**src/hdl/rom_cfg_pkg.sv**
```systemverilog
// sizes and memory map of the three-slot SDRAM ROM reader, imported by the RTL and testbench
package rom_cfg_pkg;

    // SDRAM addresses count 16-bit units, one read returns two of them
    localparam int SDRAM_AW = 22;

    // number of clients in front of the arbiter
    localparam int NUM_SLOTS = 3;

    // slot address widths, each in units of that slot's payload
    // slot 0 reads bytes
    localparam int SLOT0_AW = 10;
    // slot 1 reads halfwords
    localparam int SLOT1_AW = 9;
    // slot 2 reads 32-bit words
    localparam int SLOT2_AW = 8;

    // base of each slot's region in the SDRAM
    // all even, so that every slot word starts on a read boundary
    // each region spans 512 halfwords and the bases sit far apart
    localparam logic [SDRAM_AW-1:0] SLOT0_OFFSET = 22'h00_0000;
    localparam logic [SDRAM_AW-1:0] SLOT1_OFFSET = 22'h08_0000;
    localparam logic [SDRAM_AW-1:0] SLOT2_OFFSET = 22'h10_0000;

    // memory map
    //   slot 0  bytes      0x000000 .. 0x0001ff
    //   slot 1  halfwords  0x080000 .. 0x0801ff
    //   slot 2  words      0x100000 .. 0x1001ff
    //
    // a slot unit at address a sits in SDRAM word
    //   offset + 2 * (a / units per word)
    // and the low bits of a pick the unit inside the 32-bit word,
    // lower addresses in the lower bits

endpackage

```
**src/hdl/rom_types_pkg.sv**
```systemverilog
// data types shared by the slots, the arbiter, the top level and the testbench
package rom_types_pkg;

    import rom_cfg_pkg::*;

    // address on the SDRAM request port, in 16-bit units
    typedef logic [SDRAM_AW-1:0] sdram_addr_t;

    // one SDRAM read result
    // bits 15:0 hold the halfword at the even address A
    // bits 31:16 hold the halfword at A+1
    typedef logic [31:0] rom_word_t;

    // client payloads
    typedef logic [7:0]  byte_t;
    typedef logic [15:0] half_t;
    typedef logic [31:0] word_t;

    // one bit per slot, bit 0 is the highest priority
    // used for the grant and pending masks
    typedef logic [NUM_SLOTS-1:0] slot_mask_t;

    // inside a halfword the lower-addressed byte is in bits 7:0,
    // so a byte unit b of a cached word sits at bits 8*(b%4) +: 8

endpackage

```
**src/hdl/slot_bus_if.sv**
```systemverilog
// link between one cached slot and the arbiter that fetches its words from SDRAM
interface slot_bus_if import rom_types_pkg::*; ();

    // slot side
    // high while the slot misses, held until rdy
    logic        req;
    // aligned SDRAM address of the missing word
    sdram_addr_t addr;

    // arbiter side
    // level from the grant to the data strobe
    logic        sel;
    // copy of the SDRAM read bus
    rom_word_t   data;
    // data strobe for this slot only
    logic        rdy;

    modport slot (
        output req,
        output addr,
        input  sel,
        input  data,
        input  rdy
    );

    modport arbiter (
        input  req,
        input  addr,
        output sel,
        output data,
        output rdy
    );

endinterface

```
**src/hdl/rom_3slots.sv**
```systemverilog
// top level with three cached read slots sharing one SDRAM request port through an arbiter
module rom_3slots import rom_cfg_pkg::*, rom_types_pkg::*; (
    input  logic                clk,
    input  logic                rst,

    // slot 0, bytes
    input  logic [SLOT0_AW-1:0] slot0_addr,
    input  logic                slot0_cs,
    output byte_t               slot0_dout,
    output logic                slot0_ok,

    // slot 1, halfwords
    input  logic [SLOT1_AW-1:0] slot1_addr,
    input  logic                slot1_cs,
    output half_t               slot1_dout,
    output logic                slot1_ok,

    // slot 2, words
    input  logic [SLOT2_AW-1:0] slot2_addr,
    input  logic                slot2_cs,
    output word_t               slot2_dout,
    output logic                slot2_ok,

    // SDRAM controller read port
    output logic                sdram_req,
    output sdram_addr_t         sdram_addr,
    input  logic                sdram_ack,
    input  logic                data_rdy,
    input  rom_word_t           data_read
);

    // one link per slot, index matches priority
    slot_bus_if bus [NUM_SLOTS] ();

    rom_slot #(
        .payload_t ( byte_t       ),
        .AW        ( SLOT0_AW     ),
        .OFFSET    ( SLOT0_OFFSET )
    ) u_slot0 (
        .clk  ( clk        ),
        .rst  ( rst        ),
        .addr ( slot0_addr ),
        .cs   ( slot0_cs   ),
        .dout ( slot0_dout ),
        .ok   ( slot0_ok   ),
        .bus  ( bus[0]     )
    );

    rom_slot #(
        .payload_t ( half_t       ),
        .AW        ( SLOT1_AW     ),
        .OFFSET    ( SLOT1_OFFSET )
    ) u_slot1 (
        .clk  ( clk        ),
        .rst  ( rst        ),
        .addr ( slot1_addr ),
        .cs   ( slot1_cs   ),
        .dout ( slot1_dout ),
        .ok   ( slot1_ok   ),
        .bus  ( bus[1]     )
    );

    rom_slot #(
        .payload_t ( word_t       ),
        .AW        ( SLOT2_AW     ),
        .OFFSET    ( SLOT2_OFFSET )
    ) u_slot2 (
        .clk  ( clk        ),
        .rst  ( rst        ),
        .addr ( slot2_addr ),
        .cs   ( slot2_cs   ),
        .dout ( slot2_dout ),
        .ok   ( slot2_ok   ),
        .bus  ( bus[2]     )
    );

    rom_slot_arbiter u_arbiter (
        .clk        ( clk        ),
        .rst        ( rst        ),
        .slots      ( bus        ),
        .sdram_req  ( sdram_req  ),
        .sdram_addr ( sdram_addr ),
        .sdram_ack  ( sdram_ack  ),
        .data_rdy   ( data_rdy   ),
        .data_read  ( data_read  )
    );

endmodule

```
**src/hdl/rom_slot.sv**
```systemverilog
// read-only client slot with a one-word cache, serving 8, 16 or 32-bit units set by payload_t
module rom_slot import rom_types_pkg::*; #(
    parameter type         payload_t = byte_t,
    parameter int          AW        = 8,
    parameter sdram_addr_t OFFSET    = '0
) (
    input  logic          clk,
    input  logic          rst,

    input  logic [AW-1:0] addr,
    input  logic          cs,
    output payload_t      dout,
    output logic          ok,

    slot_bus_if.slot      bus
);

    // payload width and how many units one SDRAM word holds
    localparam int PW  = $bits(payload_t);
    localparam int UPW = 32 / PW;
    // address bits that select the unit inside the word
    localparam int LW  = $clog2(UPW);

    sdram_addr_t word_addr;
    logic [1:0]  unit_idx;
    logic        hit;

    // cache state
    logic        valid;
    sdram_addr_t tag;
    rom_word_t   cached;

    // word index doubled, since SDRAM addresses count halfwords
    assign word_addr = OFFSET + (sdram_addr_t'(addr >> LW) << 1);

    // zero for the word slot, where UPW is one
    assign unit_idx = 2'(addr % UPW);

    assign hit = valid && (tag == word_addr);

    // answer straight from the cache
    assign ok   = cs && hit;
    assign dout = cached[unit_idx*PW +: PW];

    // a miss asks for the word in the same cycle
    // req falls by itself once the fetched word turns the miss into a hit
    assign bus.req  = cs && !hit;
    assign bus.addr = word_addr;

    always_ff @(posedge clk or posedge rst) begin
        if (rst) begin
            valid <= 1'b0;
        end else if (bus.sel && bus.rdy) begin
            valid <= 1'b1;
        end
    end

    always_ff @(posedge clk) begin
        if (bus.sel && bus.rdy) begin
            tag    <= bus.addr;
            cached <= bus.data;
        end
    end

    // the arbiter only strobes a slot that is still waiting
    a_rdy_needs_req: assert property (
        @(posedge clk) disable iff (rst)
        bus.rdy |-> bus.req
    ) else $error("slot got data without a pending request");

    // the granted address went to SDRAM, so it must not move under the grant
    a_addr_held: assert property (
        @(posedge clk) disable iff (rst)
        bus.sel |-> $stable(bus.addr)
    ) else $error("slot address changed during an open fetch");

endmodule

```
**src/hdl/rom_slot_arbiter.sv**
```systemverilog
// fixed-priority arbiter that puts one slot at a time on the SDRAM read port with slot 0 first
module rom_slot_arbiter import rom_cfg_pkg::*, rom_types_pkg::*; (
    input  logic        clk,
    input  logic        rst,

    slot_bus_if.arbiter slots [NUM_SLOTS],

    output logic        sdram_req,
    output sdram_addr_t sdram_addr,
    input  logic        sdram_ack,
    input  logic        data_rdy,
    input  rom_word_t   data_read
);

    slot_mask_t  req_vec;
    slot_mask_t  sel;
    slot_mask_t  pending;
    slot_mask_t  grant;
    sdram_addr_t slot_addr [NUM_SLOTS];
    sdram_addr_t grant_addr;
    logic        free;

    for (genvar i = 0; i < NUM_SLOTS; i++) begin : g_slot
        assign req_vec[i]    = slots[i].req;
        assign slot_addr[i]  = slots[i].addr;
        assign slots[i].sel  = sel[i];
        // every slot sees the read bus but only the selected one gets the strobe
        assign slots[i].data = data_read;
        assign slots[i].rdy  = data_rdy & sel[i];
    end

    // the slot being served keeps req high until its word lands, so mask it out
    assign pending = req_vec & ~sel;

    // idle or the open transaction closes this cycle
    assign free = (sel == '0) || data_rdy;

    // lowest pending index wins
    always_comb begin
        grant      = '0;
        grant_addr = '0;
        for (int i = NUM_SLOTS - 1; i >= 0; i--) begin
            if (pending[i]) begin
                grant      = slot_mask_t'(1) << i;
                grant_addr = slot_addr[i];
            end
        end
    end

    always_ff @(posedge clk or posedge rst) begin
        if (rst) begin
            sdram_req <= 1'b0;
            sel       <= '0;
        end else begin
            // a late ack just keeps the request up
            if (sdram_ack) begin
                sdram_req <= 1'b0;
            end
            if (free) begin
                sel       <= grant;
                sdram_req <= |pending;
            end
        end
    end

    // address only moves on a new grant
    always_ff @(posedge clk) begin
        if (free && |pending) begin
            sdram_addr <= grant_addr;
        end
    end

    // at most one slot is served and that slot still waits for its word
    a_sel_onehot: assert property (
        @(posedge clk) disable iff (rst)
        $onehot0(sel) && ((sel & ~req_vec) == '0)
    ) else $error("selected slot is not a single waiting slot");

    // data from the SDRAM must belong to an open transaction
    a_rdy_when_selected: assert property (
        @(posedge clk) disable iff (rst)
        data_rdy |-> (sel != '0)
    ) else $error("data_rdy with no slot selected");

endmodule

```
**config.mk**
```make
export PLATFORM = sky130hd
export DESIGN_NAME = rom_3slots
export DESIGN_NICKNAME = d
export VERILOG_FILES = /design/src/hdl/rom_cfg_pkg.sv /design/src/hdl/rom_types_pkg.sv /design/src/hdl/slot_bus_if.sv /design/src/hdl/rom_3slots.sv /design/src/hdl/rom_slot.sv /design/src/hdl/rom_slot_arbiter.sv
export SDC_FILE = /design/constraint.sdc
export NUM_CORES = 1
export LEC_CHECK = 0
export BUFFER_PORTS_ARGS = -buffer_cell sky130_fd_sc_hd__buf_2
export CORE_MARGIN = 2
export CORE_UTILIZATION = 56
export DETAILED_ROUTE_END_ITERATION = 8
export GPL_TIMING_DRIVEN = 0
export PLACE_DENSITY = 0.85
export SYNTH_ARGS = -nofsm -noshare
export SYNTH_HDL_FRONTEND = slang
export SYNTH_SLANG_ARGS = --single-unit
```
**constraint.sdc**
```tcl
create_clock -name clk -period 4 [get_ports clk]
set_input_delay 0.4 -clock clk [delete_from_list [all_inputs] [get_ports clk]]
set_output_delay 0.4 -clock clk [all_outputs]
set_load 0.05 [all_outputs]
```
After elaboration in Yosys (flattened, before gate mapping). Cells that the tools add are included. Widths: inputs -> output; s select.

Input port bits: 66. Logic and storage cells: 53. Register bits: 177.

Shifts and indexed selects: 2. Mux-type cells: 8. Reductions and logical operators: 20. Equal/unequal tests: 3. $add $sub $neg: 2. Bitwise operators: 5.

Operator list (count): $eq 22x22->1 (2); $mux 22 (2); $shiftx 32x6->16 (1); $shiftx 32x6->8 (1); $add 21x9->22 const A (1); $add 20x9->21 const A (1); $logic_and 1x1->1 (13); $mux 3 (3); $mux 9 (1); $eq 8x8->1 (1); $and 1x1->1 (3); $and 3x3->3 (1); $logic_not 1->1 (3); $logic_not 3->1 (1); $not 3->3 (1); $reduce_or 3->1 (1); $mux 1 (2); $reduce_bool 2->1 (1); $logic_or 1x1->1 (1).

Depth between registers and ports, before layout. Gate-level depths: netlist (run 1).

Word-level depth: 9. Mapped depth: 6. Depth with buffers taken out: 5.

By module. From an unflattened synthesis (run 1), not the netlist that was laid out.

Cells, all modules: 470. Area, all modules: 7039.3 um2.

Modules (own cells, without submodules): rom_slot_arbiter (cells an instance 197, instances 1, area an instance 2040.7 um2); rom_slot (u_slot1) (cells an instance 100, instances 1, area an instance 1767.9 um2); rom_slot (u_slot0) (cells an instance 91, instances 1, area an instance 1711.6 um2); rom_slot (u_slot2) (cells an instance 82, instances 1, area an instance 1519.0 um2).

Least setup slack after synthesis (run 1). OpenSTA, ideal clock, no wires.

Path type: in2out. From: in slot1_addr[6]. To: out slot1_ok. Data arrival time: 2.247 ns. Path slack: 1.353 ns. Data required time: 3.600 ns. Stages on the path: 3. Path through: xnor2_1 > nand4_2 > nor4_1.

Word-level cells in the longest chain between the ends: 4.

Ends and longest elaborated chain: from (decl) (line rom_3slots.sv:13) `input logic [SLOT1_AW-1:0] slot1_addr,`; $add 20x9->21 (line rom_slot.sv:34) `assign word_addr = OFFSET + (sdram_addr_t'(addr >> LW) << 1);`; $eq 22x22->1 (line rom_slot.sv:39) `assign hit = valid && (tag == word_addr);`; $logic_and 1x1->1 (line rom_slot.sv:39); $logic_and 1x1->1 (line rom_slot.sv:42) `assign ok = cs && hit;`; to (decl) (line rom_3slots.sv:16) `output logic slot1_ok,`.

Every way passes these cells.

Final worst setup path (run 1).
From: reg u_slot1.tag[6]. To: out slot1_ok.

Word-level cells in the longest chain between the ends: 3.

Ends and longest elaborated chain: from (decl) (line rom_slot.sv:30) `sdram_addr_t tag;`; from (signal assigned) (line rom_slot.sv:60) `tag <= bus.addr;`; $eq 22x22->1 (line rom_slot.sv:39); $logic_and 1x1->1 (line rom_slot.sv:39); $logic_and 1x1->1 (line rom_slot.sv:42).

Every way passes these cells.

==> key figures, run 1 <==
Clock network
  • TritonCTS clock tree: built
  • Clk buf depth: 2
  • Worst-Skew Late Latency: 0.51 ns
  • Setup Buffers After CTS: 0
  • Root buffer cell: clkbuf_8
  • Clock transition at path regs: 0.06 ns
  • PostCTS Resize Cnt: 0
  • H-tree lvl count: 4
  • Cts hold-fix bufs: 1
  • Clk sink count: 137
  • Total CTS buffers: 17

Drt
  • Vias: 3070
  • DRC Markers: 0
  • Final wirelength: 10.70 mm
  • Uppermost layer routed: met4
  • Via density: 5.367
  • Pre-antenna DRT Iters: 5
  • Post-DR wirelength/cell: 18.70 um
  • 1st-iter DRT viols: 100
  • DR WL met3: 818 um
  • Routed Antenna Nets: 0
  • Wl on met1: 3.957 mm
  • DR WL met2: 5.640 mm

Synthesis
  • Primary FF master, synth: edfxtp_1
  • Yosys top cell area share: 0.7478
  • Sequential-to-total area share from yosys stat: 0.7814
  • Mapped Area: 5220 um2
  • Cells after Synth: 284
  • Synth area leader: edfxtp_1
  • EDFF count, synth: 130
  • Yosys cell types: 32
  • Ys async rst share: 0.05109
  • Yosys warns: 0
  • Synth Area per Inst: 18.38 um2
  • Synth top area cells: edfxtp_1, mux2_2, mux4_2
  • Yosys reg bits: 137

Final layout
  • Nets: 514
  • Final non-filler cell total: 572
  • Synth-to-Final Area Change: 28.02%
  • Share of post-route cells with drive strength above 1: 0.4729
  • N_diodes: 0
  • # fillers: 556

Power
  • Static Leak: 2.575 nW
  • PD cells: 624.0 nW/um2
  • Sw frac: 0.3167
  • Clk pwr share: 0.356
  • Gate power share: 0.201
  • Peak supply drop: 0.0003616 V
  • Flop pwr share: 0.443
  • Internal: 2.849 mW
  • Sw Pwr: 1.320 mW

Timing
  • Endpoints failing setup: 0
  • Worst-Margin Slew: 0.9861 ns
  • Final Hold Fails: 0
  • Fmax: 435.5 MHz
  • Final worst-path cycle share: 0.5740
  • Setup TNS: 0 ns
  • Clock skew: 0.007304 ns
  • Slew margin rel.: 0.3426
  • Minimum clock period: 2.296 ns
  • Max Slew Vio Count: 0
  • WHS: 0.09017 ns
  • Unrepaired setup endpoints after global routing: false

Floorplanning
  • Die W: 100.5 um
  • Starting Density: 0.5703
  • Die Area: 10110 um2
  • Core box area: 9153 um2
  • # rows: 35
  • Die H: 100.5 um
  • I/O pin total: 148

Worst hold path
  • Worst Hold Launch: data_read[7]
  • Worst min path class: in -> reg
  • Worst Hold End: u_slot1.cached[7]
  • Worst hold stages: 1

GRT
  • GRT Overall Usage: 0.2205
  • Largest net degree at the start of global routing: 42
  • Overflow left after global routing: 0
  • Antenna violations before repair: 0
  • First-pass GRT wire length: 16.16 mm
  • Vias in the first global route: 3126

Worst setup path
  • Critical Path AT: 1.90 ns
  • Reg-to-Reg Start: u_slot1.tag[6]
  • Crit path capture type: output port
  • Flop2flop setup slack: 1.91 ns
  • Startpoint types: flop
  • Worst reg2reg endpoint: u_arbiter.sdram_addr[4]
  • Reg2Reg Depth: 5
  • Worst endpoint required time: 3.60 ns
  • CP Class: reg -> out
  • Max Fanout on Critical Path: 3

Status
  • Status: finished, final reports clean

Placement
  • Input/output buffers: 131
  • Placer's final routability congestion estimate: 0.8125
  • Placed cell count: 539
  • DP Wirelength: 7.435 mm

Flow run
  • Max-cap violations: 0
[Yosys cell counts, types with 2 or more instances]
cell type,number
nor2_1,12
a31oi_1,9
xnor2_1,19
mux4_2,8
buf_2,6
dfrtp_1,7
and4_1,2
clkbuf_1,2
edfxtp_1,130
xor2_1,5
nor3_1,2
o21ai_0,2
inv_1,8
nor4_1,2
or2_2,3
and2_1,4
buf_4,12
mux2_2,16
nand3_1,11
nand2_1,11
o22ai_1,2
[worst max path at each step]
stage,to,cells after the start,from,slack (ns)
floorplan,slot1_ok,3,slot1_addr[6],1.35
global placement,u_slot1.cached[11],2,data_rdy,1.43
detailed placement,u_arbiter.sdram_addr[19],6,slot1_addr[6],1.84
CTS,slot1_ok,4,u_slot1.tag[6],1.69
global route,slot1_ok,4,u_slot1.tag[6],1.62
finish,slot1_ok,4,u_slot1.tag[6],1.70
[metal layers]
metal  global-route usage  vias up
li1                     -     1391
met1               0.2533     1499
met2               0.3841      158
met3              0.05825       22
met4               0.1075        0
met5                    0        -
[power groups by stage]
stage | clock [mW] | combinational (mW) | sequential, mW
2_1_floorplan | 0 | 0.386 | 2.09
3_3_place_gp | 0 | 0.801 | 1.87
3_5_place_dp | 0 | 0.837 | 1.87
4_1_cts | 1.50 | 0.840 | 1.85
5_1_grt | 1.56 | 0.885 | 1.86
6_report | 1.48 | 0.838 | 1.85
[per-stage QoR]
step / instance area [um2] / power [mW] / setup WS, ns / utilization
after floorplan: 5261 / 2.478 / 1.353 / -
after global placement: 6056 / 2.673 / 1.426 / 0.6617
after detailed placement: 6100 / 2.712 / 1.836 / 0.6664
after CTS: 6683 / 4.190 / 1.690 / 0.7301
after global routing: 6683 / 4.309 / 1.622 / 0.7301
final: 6683 / 4.170 / 1.704 / 0.7301
[critical path, cell delays in order, from the launching register on]
cell      delay [ns]
edfxtp_1        0.39
xnor2_1         0.22
nand4_2         0.20
nor4_1          0.26
buf_2           0.31
[area by class of cell]
class,count,area (um2),area share
Buffer,21,131.4,0.01966
Clock buffer,17,414.1,0.06197
Clock inverter,15,158.9,0.02378
Inverter,8,30.03,0.004494
Multi-Input combinational cell,129,1025,0.1533
Sequential cell,137,4079,0.6104
Tap cell,111,138.9,0.02078
Timing Repair Buffer,134,705.7,0.1056
[registers in the layout, indices dropped and copies added (netlist names)]
register              flops
u_slot0.cached           32
u_slot1.cached           32
u_slot2.cached           32
u_arbiter.sdram_addr     10
u_slot0.tag               8
u_slot1.tag               8
u_slot2.tag               8
u_arbiter.sel             3
u_arbiter.sdram_req       1
u_slot0.valid             1
u_slot1.valid             1
u_slot2.valid             1
[logic make-up after synthesis]
| family | count (synthesis) | share of synthesized area |
|---|---|---|
| AOI/OAI and AO/OA | 19 | 0.02972 |
| DFF | 137 | 0.7814 |
| other | 1 | 0.0007184 |
| buffers and inverters | 29 | 0.03092 |
| xor gates and xnor gates | 24 | 0.04027 |
| muxes | 24 | 0.06903 |
| and+or+nand+nor | 50 | 0.04794 |
[layout by cell type (no fill, tap or decap), types with 3 or more instances in the layout]
cell | Yosys | routed
a31oi_1 | 9 | 9
and2_2 | 0 | 3
buf_2 | 6 | 137
buf_4 | 12 | 12
clkbuf_16 | 0 | 16
clkinvlp_4 | 0 | 3
conb_1 | 1 | 12
dfrtp_1 | 7 | 7
edfxtp_1 | 130 | 130
inv_1 | 8 | 8
inv_6 | 0 | 5
inv_8 | 0 | 3
mux2_2 | 16 | 16
mux4_2 | 8 | 8
nand2_1 | 11 | 11
nand3_1 | 11 | 11
nor2_1 | 12 | 12
or2_2 | 3 | 3
xnor2_1 | 19 | 19
xor2_1 | 5 | 5
Note: power is estimated with default switching activity, not from simulation.
==> inputs of run 2 (changes only) <==
- CORE_UTILIZATION: 56 -> 52
- PLACE_DENSITY: 0.85 -> 0.8
- clock period: 4 -> 2.4 ns (I/O delays scaled with it)
==> run 2 against run 1 <==
Global-route usage decreased by 0.85 points; flip-flop and latch count unchanged; critical endpoint unchanged; routed wire length increased by 0.81%; clock skew about the same; final area increased by 8.3%; via count increased by 5.2%; largest power group unchanged; sequential share of layout area decreased by 4.7 points.
==> key figures, run 2 (synthesis results as in run 1) <==
Worst setup path
  • Reg2Reg Depth: 5 (unchanged)
  • Worst reg2reg endpoint: u_arbiter.sdram_addr[5]
  • Worst setup path end: slot1_ok
  • Critical-path cell list: xnor2_1, nand4_2, nor4_2, buf_2
  • Max stage delay cell, worst path: edfxtp_1
  • CP Launch Point: u_slot1.tag[5]
  • Crit path capture type: output port
  • Critical path's largest stage delay: 0.39 ns (about the same)
  • Reg-to-Reg Start: u_slot1.tag[5]
  • CP Class: reg -> out
  • Worst endpoint required time: 2.16 ns (-1.44 ns)
  • Startpoint types: flop
  • Flop2flop setup slack: 0.34 ns (-1.57 ns)
  • Critical Path AT: 1.92 ns (+0.02 ns)
  • Max Fanout on Critical Path: 3 (unchanged)

Clock network
  • Root buffer cell: clkbuf_8
  • Clock transition at path regs: 0.06 ns (about the same)
  • Clk buf depth: 2 (unchanged)
  • Total CTS buffers: 17 (unchanged)
  • H-tree lvl count: 4 (unchanged)
  • Worst-Skew Late Latency: 0.50 ns (about the same)
  • Clk sink count: 137 (unchanged)
  • TritonCTS clock tree: built

Final layout
  • Nets: 571 (+11%)
  • Synth-to-Final Area Change: 38.59%
  • Commonest non-fill, non-tap cell in the layout: buf_2
  • N_diodes: 0 (unchanged)
  • Biggest regs: u_slot0.cached: 32 flops, u_slot1.cached: 32 flops, u_slot2.cached: 32 flops
  • Share of post-route cells with drive strength above 1: 0.4228 (-0.05011)
  • Most frequent cells in the layout: buf_2, edfxtp_1, dlygate4sd3_1
  • Final non-filler cell total: 651 (+14%)
  • Final non-filler cell area: 7234 um2 (+8.3%)

GRT
  • Antenna violations before repair: 0 (unchanged)
  • Largest net degree at the start of global routing: 42 (unchanged)
  • Overflow left after global routing: 0 (unchanged)
  • GRT Overall Usage: 0.2120 (-0.008450)
  • First-pass GRT wire length: 17.38 mm (+7.6%)
  • Vias in the first global route: 3427 (+9.6%)

Drt
  • Via density: 4.962 (-7.6%)
  • DRC Markers: 0 (unchanged)
  • 1st-iter DRT viols: 169 (+69%)
  • Routed Antenna Nets: 0 (unchanged)
  • Post-DR wirelength/cell: 16.56 um (-11%)
  • Pre-antenna DRT Iters: 5 (unchanged)
  • Final wirelength: 10.78 mm (+0.81%)
  • Vias: 3230 (+5.2%)

Floorplanning
  • Die H: 104.2 um (+3.6%)
  • Die Area: 10860 um2 (+7.4%)
  • Die W: 104.2 um (+3.6%)
  • Core box area: 9774 um2 (+6.8%)
  • # rows: 36 (+2.9%)
  • Starting Density: 0.5341 (-0.03628)
  • I/O pin total: 148 (unchanged)

Placement
  • DP Wirelength: 6.894 mm (-7.3%)
  • Placed cell count: 561 (+4.1%)
  • Placed Area: 6133 um2 (+0.55%)
  • Placer's final routability congestion estimate: 0.8738 (+7.5%)
  • Input/output buffers: 131 (unchanged)

Power
  • PD cells: 934.6 nW/um2 (+50%)
  • Power Total: 6.761 mW (+62%)
  • Static Leak: 2.794 nW (+8.5%)
  • Peak supply drop: 0.0005067 V (+40%)

Timing
  • Worst-Margin Slew: 0.9233 ns (-0.06287 ns)
  • Clock skew: 0.007508 ns (+0.0002038 ns)
  • Slew margin rel.: 0.3845 (+0.04192)
  • Final Hold Fails: 0 (unchanged)
  • Endpoints failing setup: 0 (unchanged)
  • Fmax: 463.3 MHz
  • Final worst-path cycle share: 0.8993
  • Minimum clock period: 2.158 ns
  • Max Slew Vio Count: 0 (unchanged)
  • WHS: 0.1486 ns (+0.05840 ns)
  • Unrepaired setup endpoints after global routing: false

Worst hold path
  • Worst min path class: in -> reg

Flow run
  • Max-cap violations: 0 (unchanged)

Status
  • Status: finished, final reports clean
==> run 2: cell types whose count changed in the layout (fill, tap and decap cells not counted), sizes merged <==
cell and delta:
bufinv -1, dlygate4sd3 +57, clkbuf +1, clkinv +6
inv -6
==> run 2: layout make-up <==
cell class	instances	area (um2)
inverters	8	30.03
clock buffers	18	417.9
plain buffers	21	131.4
fillers	592	2540
repair buffers	191	1276
well taps	133	166.4
flip-flops and latches	137	4079
clock inverters	14	102.6
multi-input cells	129	1031
==> run 2: layer usage <==
layer | track usage | vias up | wire length (um)
met5 | 0 | - | 0
met4 | 0.08108 | 0 | 188
met1 | 0.2446 | 1537 | 4211
li1 | - | 1511 | -
met2 | 0.3773 | 166 | 5686
met3 | 0.05764 | 16 | 695
==> run 2: worst min-delay path by stage <==
stage / from / endpoint / slack, ns / cells after the start
after floorplan: rst / u_arbiter.sdram_req / 0.04 / 1
after global placement: rst / u_arbiter.sdram_req / 0.19 / 2
after detailed placement: rst / u_arbiter.sdram_req / 0.20 / 2
after CTS: data_rdy / u_arbiter.sel[1] / 0.11 / 2
after global routing: data_rdy / u_arbiter.sel[2] / 0.14 / 2
final: data_rdy / u_arbiter.sel[2] / 0.15 / 2
==> run 2: timing repair <==
action                    CTS  global route
gates resized for setup     0             0
buffers inserted            0             0
hold buffers               58             0
hold endpoints to repair  128             0
==> run 2: stage by stage <==
stage               TNS [ns]  utilization  worst slack, ns
floorplan                  0            -          0.01835
global placement      -2.070       0.6230         -0.05397
detailed placement         0       0.6275           0.4012
CTS                        0       0.7401           0.2423
global route               0       0.7401          0.08975
finish                     0       0.7401           0.2417
==> run 2: worst max-delay path: cells and delay by family, from the launching register on <==
| kind | cells | cell delay, ns |
|---|---|---|
| AND/OR/NAND/NOR | 2 | 0.47 |
| flip-flops | 1 | 0.39 |
| buffers and inverters | 1 | 0.30 |
| XOR/XNOR | 1 | 0.25 |
==> run 2: power by group <==
group	total, mW	switching, mW	internal (mW)
Clock	2.23	0.955	1.27
Combinational	1.46	1.05	0.409
Sequential	3.07	0.0893	2.99
Total	6.76	2.10	4.67
==> inputs of run 3 (changes only) <==
- BUFFER_PORTS_ARGS: -buffer_cell sky130_fd_sc_hd__buf_2 -> not set
- CORE_UTILIZATION: 52 -> 62
- DONT_BUFFER_PORTS: not set -> 1
- PLACE_DENSITY: 0.8 -> 0.78
==> run 3 against run 2 <==
Final cell count shrank 24%; flip-flop and latch count is the same; largest power group unchanged; first-iteration DRC count grew 8.9%; die area shrank 16%; critical path type unchanged; routed wire length grew 5.1%; non-clock buffer count shrank 132; critical path depth shrank 1; fmax shrank 3.6%; global-route usage grew 4.8 points; clock power grew 12%; sequential share of layout area grew 5.4 points; core utilization grew 6.7 points.
==> key figures, run 3 (synthesis results as in run 1) <==
Status
  • Status: finished, final reports clean

GRT
  • Largest net degree at the start of global routing: 42 (unchanged)
  • First-pass GRT wire length: 16.33 mm (-6.0%)
  • GRT Overall Usage: 0.2595 (+0.04753)
  • Overflow left after global routing: 0 (unchanged)
  • Antenna violations before repair: 2 (+2)
  • Vias in the first global route: 2886 (-16%)

Timing
  • Clock skew: 0.01263 ns (+0.005125 ns)
  • Final worst-path cycle share: 0.9333 (+0.03405)
  • Endpoints failing setup: 0 (unchanged)
  • Final Hold Fails: 0 (unchanged)
  • Worst-Margin Slew: 1.018 ns (+0.09472 ns)
  • Minimum clock period: 2.240 ns (+0.08172 ns)
  • Unrepaired setup endpoints after global routing: false
  • Slew margin rel.: 0.3213 (-0.06315)
  • Fmax: 446.4 MHz (-3.6%)
  • Max Slew Vio Count: 0 (unchanged)

Power
  • Internal: 4.745 mW (+1.7%)
  • Peak supply drop: 0.0007031 V (+39%)
  • PD cells: 1040 nW/um2 (+11%)
  • Sw Pwr: 2.119 mW (+1.1%)
  • Power Total: 6.864 mW (+1.5%)
  • Flop pwr share: 0.509 (+0.054)
  • Static Leak: 2.275 nW (-19%)
  • Clk pwr share: 0.362 (+0.033)
  • Gate power share: 0.129 (-0.087)
  • Sw frac: 0.3087 (-0.001242)

Clock network
  • TritonCTS clock tree: built
  • Clk buf depth: 2 (unchanged)
  • Clk sink count: 137 (unchanged)
  • Clock transition at path regs: 0.06 ns (about the same)
  • Total CTS buffers: 17 (unchanged)
  • H-tree lvl count: 4 (unchanged)
  • Setup Buffers After CTS: 0 (unchanged)
  • Worst-Skew Late Latency: 0.52 ns (+0.02 ns)
  • Root buffer cell: clkbuf_8

Floorplanning
  • I/O pin total: 148 (unchanged)
  • Starting Density: 0.6385 (+0.1045)
  • Die W: 95.76 um (-8.1%)
  • Die H: 95.76 um (-8.1%)
  • # rows: 33 (-8.3%)
  • Core box area: 8175 um2 (-16%)
  • Die Area: 9169 um2 (-16%)

Drt
  • Vias: 2824 (-13%)
  • DRC Markers: 0 (unchanged)
  • Pre-antenna DRT Iters: 5 (unchanged)
  • Via density: 5.728 (+15%)
  • Final wirelength: 11.34 mm (+5.1%)
  • Routed Antenna Nets: 0 (unchanged)
  • Post-DR wirelength/cell: 22.99 um (+39%)
  • 1st-iter DRT viols: 184 (+8.9%)

Worst setup path
  • Reg2Reg Depth: 5 (unchanged)
  • Critical-path cell list: xnor2_1, nand4_2, nor4_4
  • Flop2flop setup slack: 0.39 ns (+0.05 ns)
  • Critical Path AT: 2.00 ns (+0.08 ns)
  • Max Fanout on Critical Path: 3 (unchanged)
  • Worst endpoint required time: 2.16 ns (about the same)
  • Max stage delay cell, worst path: nor4_4
  • CP Class: reg -> out
  • Critical path's largest stage delay: 0.68 ns (+0.29 ns)
  • Startpoint types: flop
  • Crit path capture type: output port

Worst hold path
  • Worst hold stages: 2 (unchanged)
  • Worst min path class: in -> reg

Final layout
  • Share of post-route cells with drive strength above 1: 0.2286 (-0.1942)
  • Most frequent cells in the layout: edfxtp_1, dlygate4sd3_1, xnor2_1
  • Synth-to-Final Area Change: 26.39%
  • Nets: 439 (-23%)
  • Commonest non-fill, non-tap cell in the layout: edfxtp_1
  • Final non-filler cell total: 493 (-24%)
  • Biggest regs: u_slot0.cached: 32 flops, u_slot1.cached: 32 flops, u_slot2.cached: 32 flops

Placement
  • Input/output buffers: 0 (-100%)
  • Placer's final routability congestion estimate: 0.8208 (-6.1%)
  • DP Wirelength: 6.491 mm (-5.8%)
  • Placed cell count: 401 (-29%)

Flow run
  • Max-cap violations: 0 (unchanged)
==> run 3: cell count changes in the layout (fill, tap and decap cells not counted), moves of 2 or more <==
cell        delta
buf_2        -131
clkinv_4       -4
clkinvlp_4     +4
clkinv_2       -3
diode_2        +3
bufinv_16      +2
inv_6          +2
nor4_4         +2
==> run 3: final cells by class <==
class | instances | area, um2
Sequential cell | 137 | 4079
Fill cell | 410 | 1578
Multi-Input combinational cell | 129 | 1055
Timing Repair Buffer | 59 | 600.6
Clock buffer | 17 | 414.1
Clock inverter | 14 | 148.9
Buffer | 21 | 131.4
Tap cell | 105 | 131.4
Inverter | 8 | 30.03
Antenna cell | 3 | 7.507
==> run 3: worst paths after layout <==
kind                                 from                      end
min in group asynchronous             rst         u_arbiter.sel[2]
hold / removal              slot0_addr[6]  u_arbiter.sdram_addr[5]
hold reg to reg             u_slot2.valid            u_slot2.valid
setup reg to reg           u_slot1.tag[6]  u_arbiter.sdram_addr[3]
max in group asynchronous             rst      u_arbiter.sdram_req
setup / recovery           u_slot1.tag[6]                 slot1_ok
==> run 3: worst max-delay path, delay by kind of cell (launching register included) <==
family / cells / cell delay, ns
xor+xnor: 1 / 0.21
flops: 1 / 0.38
simple gates: 2 / 0.91
==> run 3: layer usage <==
metal | global-route usage | up-vias | wire length [um]
met3 | 0.07674 | 16 | 917
li1 | - | 1251 | -
met5 | 0 | - | 0
met1 | 0.3156 | 1412 | 4219
met4 | 0.1143 | 0 | 209
met2 | 0.4336 | 145 | 5990
==> run 3: repair_timing <==
item	4_1_cts	5_1_grt
endpoints found under the hold margin	135	0
hold buffers	58	0
setup endpoints to repair	2	0
resized for setup	2	0
==> run 3: per-stage QoR <==
step | instance area, um2 | util | worst slack [ns] | TNS [ns] | hold slack [ns]
floorplan | 5268 | - | 0.01835 | 0 | 0.04340
global placement | 5399 | 0.6604 | -0.2396 | -0.2396 | 0.08610
detailed placement | 5429 | 0.6641 | 0.3444 | 0 | 0.09845
CTS | 6590 | 0.8061 | 0.1066 | 0 | 0.001164
global route | 6595 | 0.8067 | 0.07075 | 0 | 0.01446
finish | 6598 | 0.8070 | 0.1600 | 0 | 0.01874
==> run 3: power by group through the flow <==
stage	Clock (mW)	Sequential (mW)	Combinational [mW]
4_1_cts	2.49	3.48	0.882
5_1_grt	2.60	3.52	0.945
3_5_place_dp	0	3.52	0.777
2_1_floorplan	0	3.49	0.645
3_3_place_gp	0	3.52	0.740
6_report	2.49	3.49	0.885
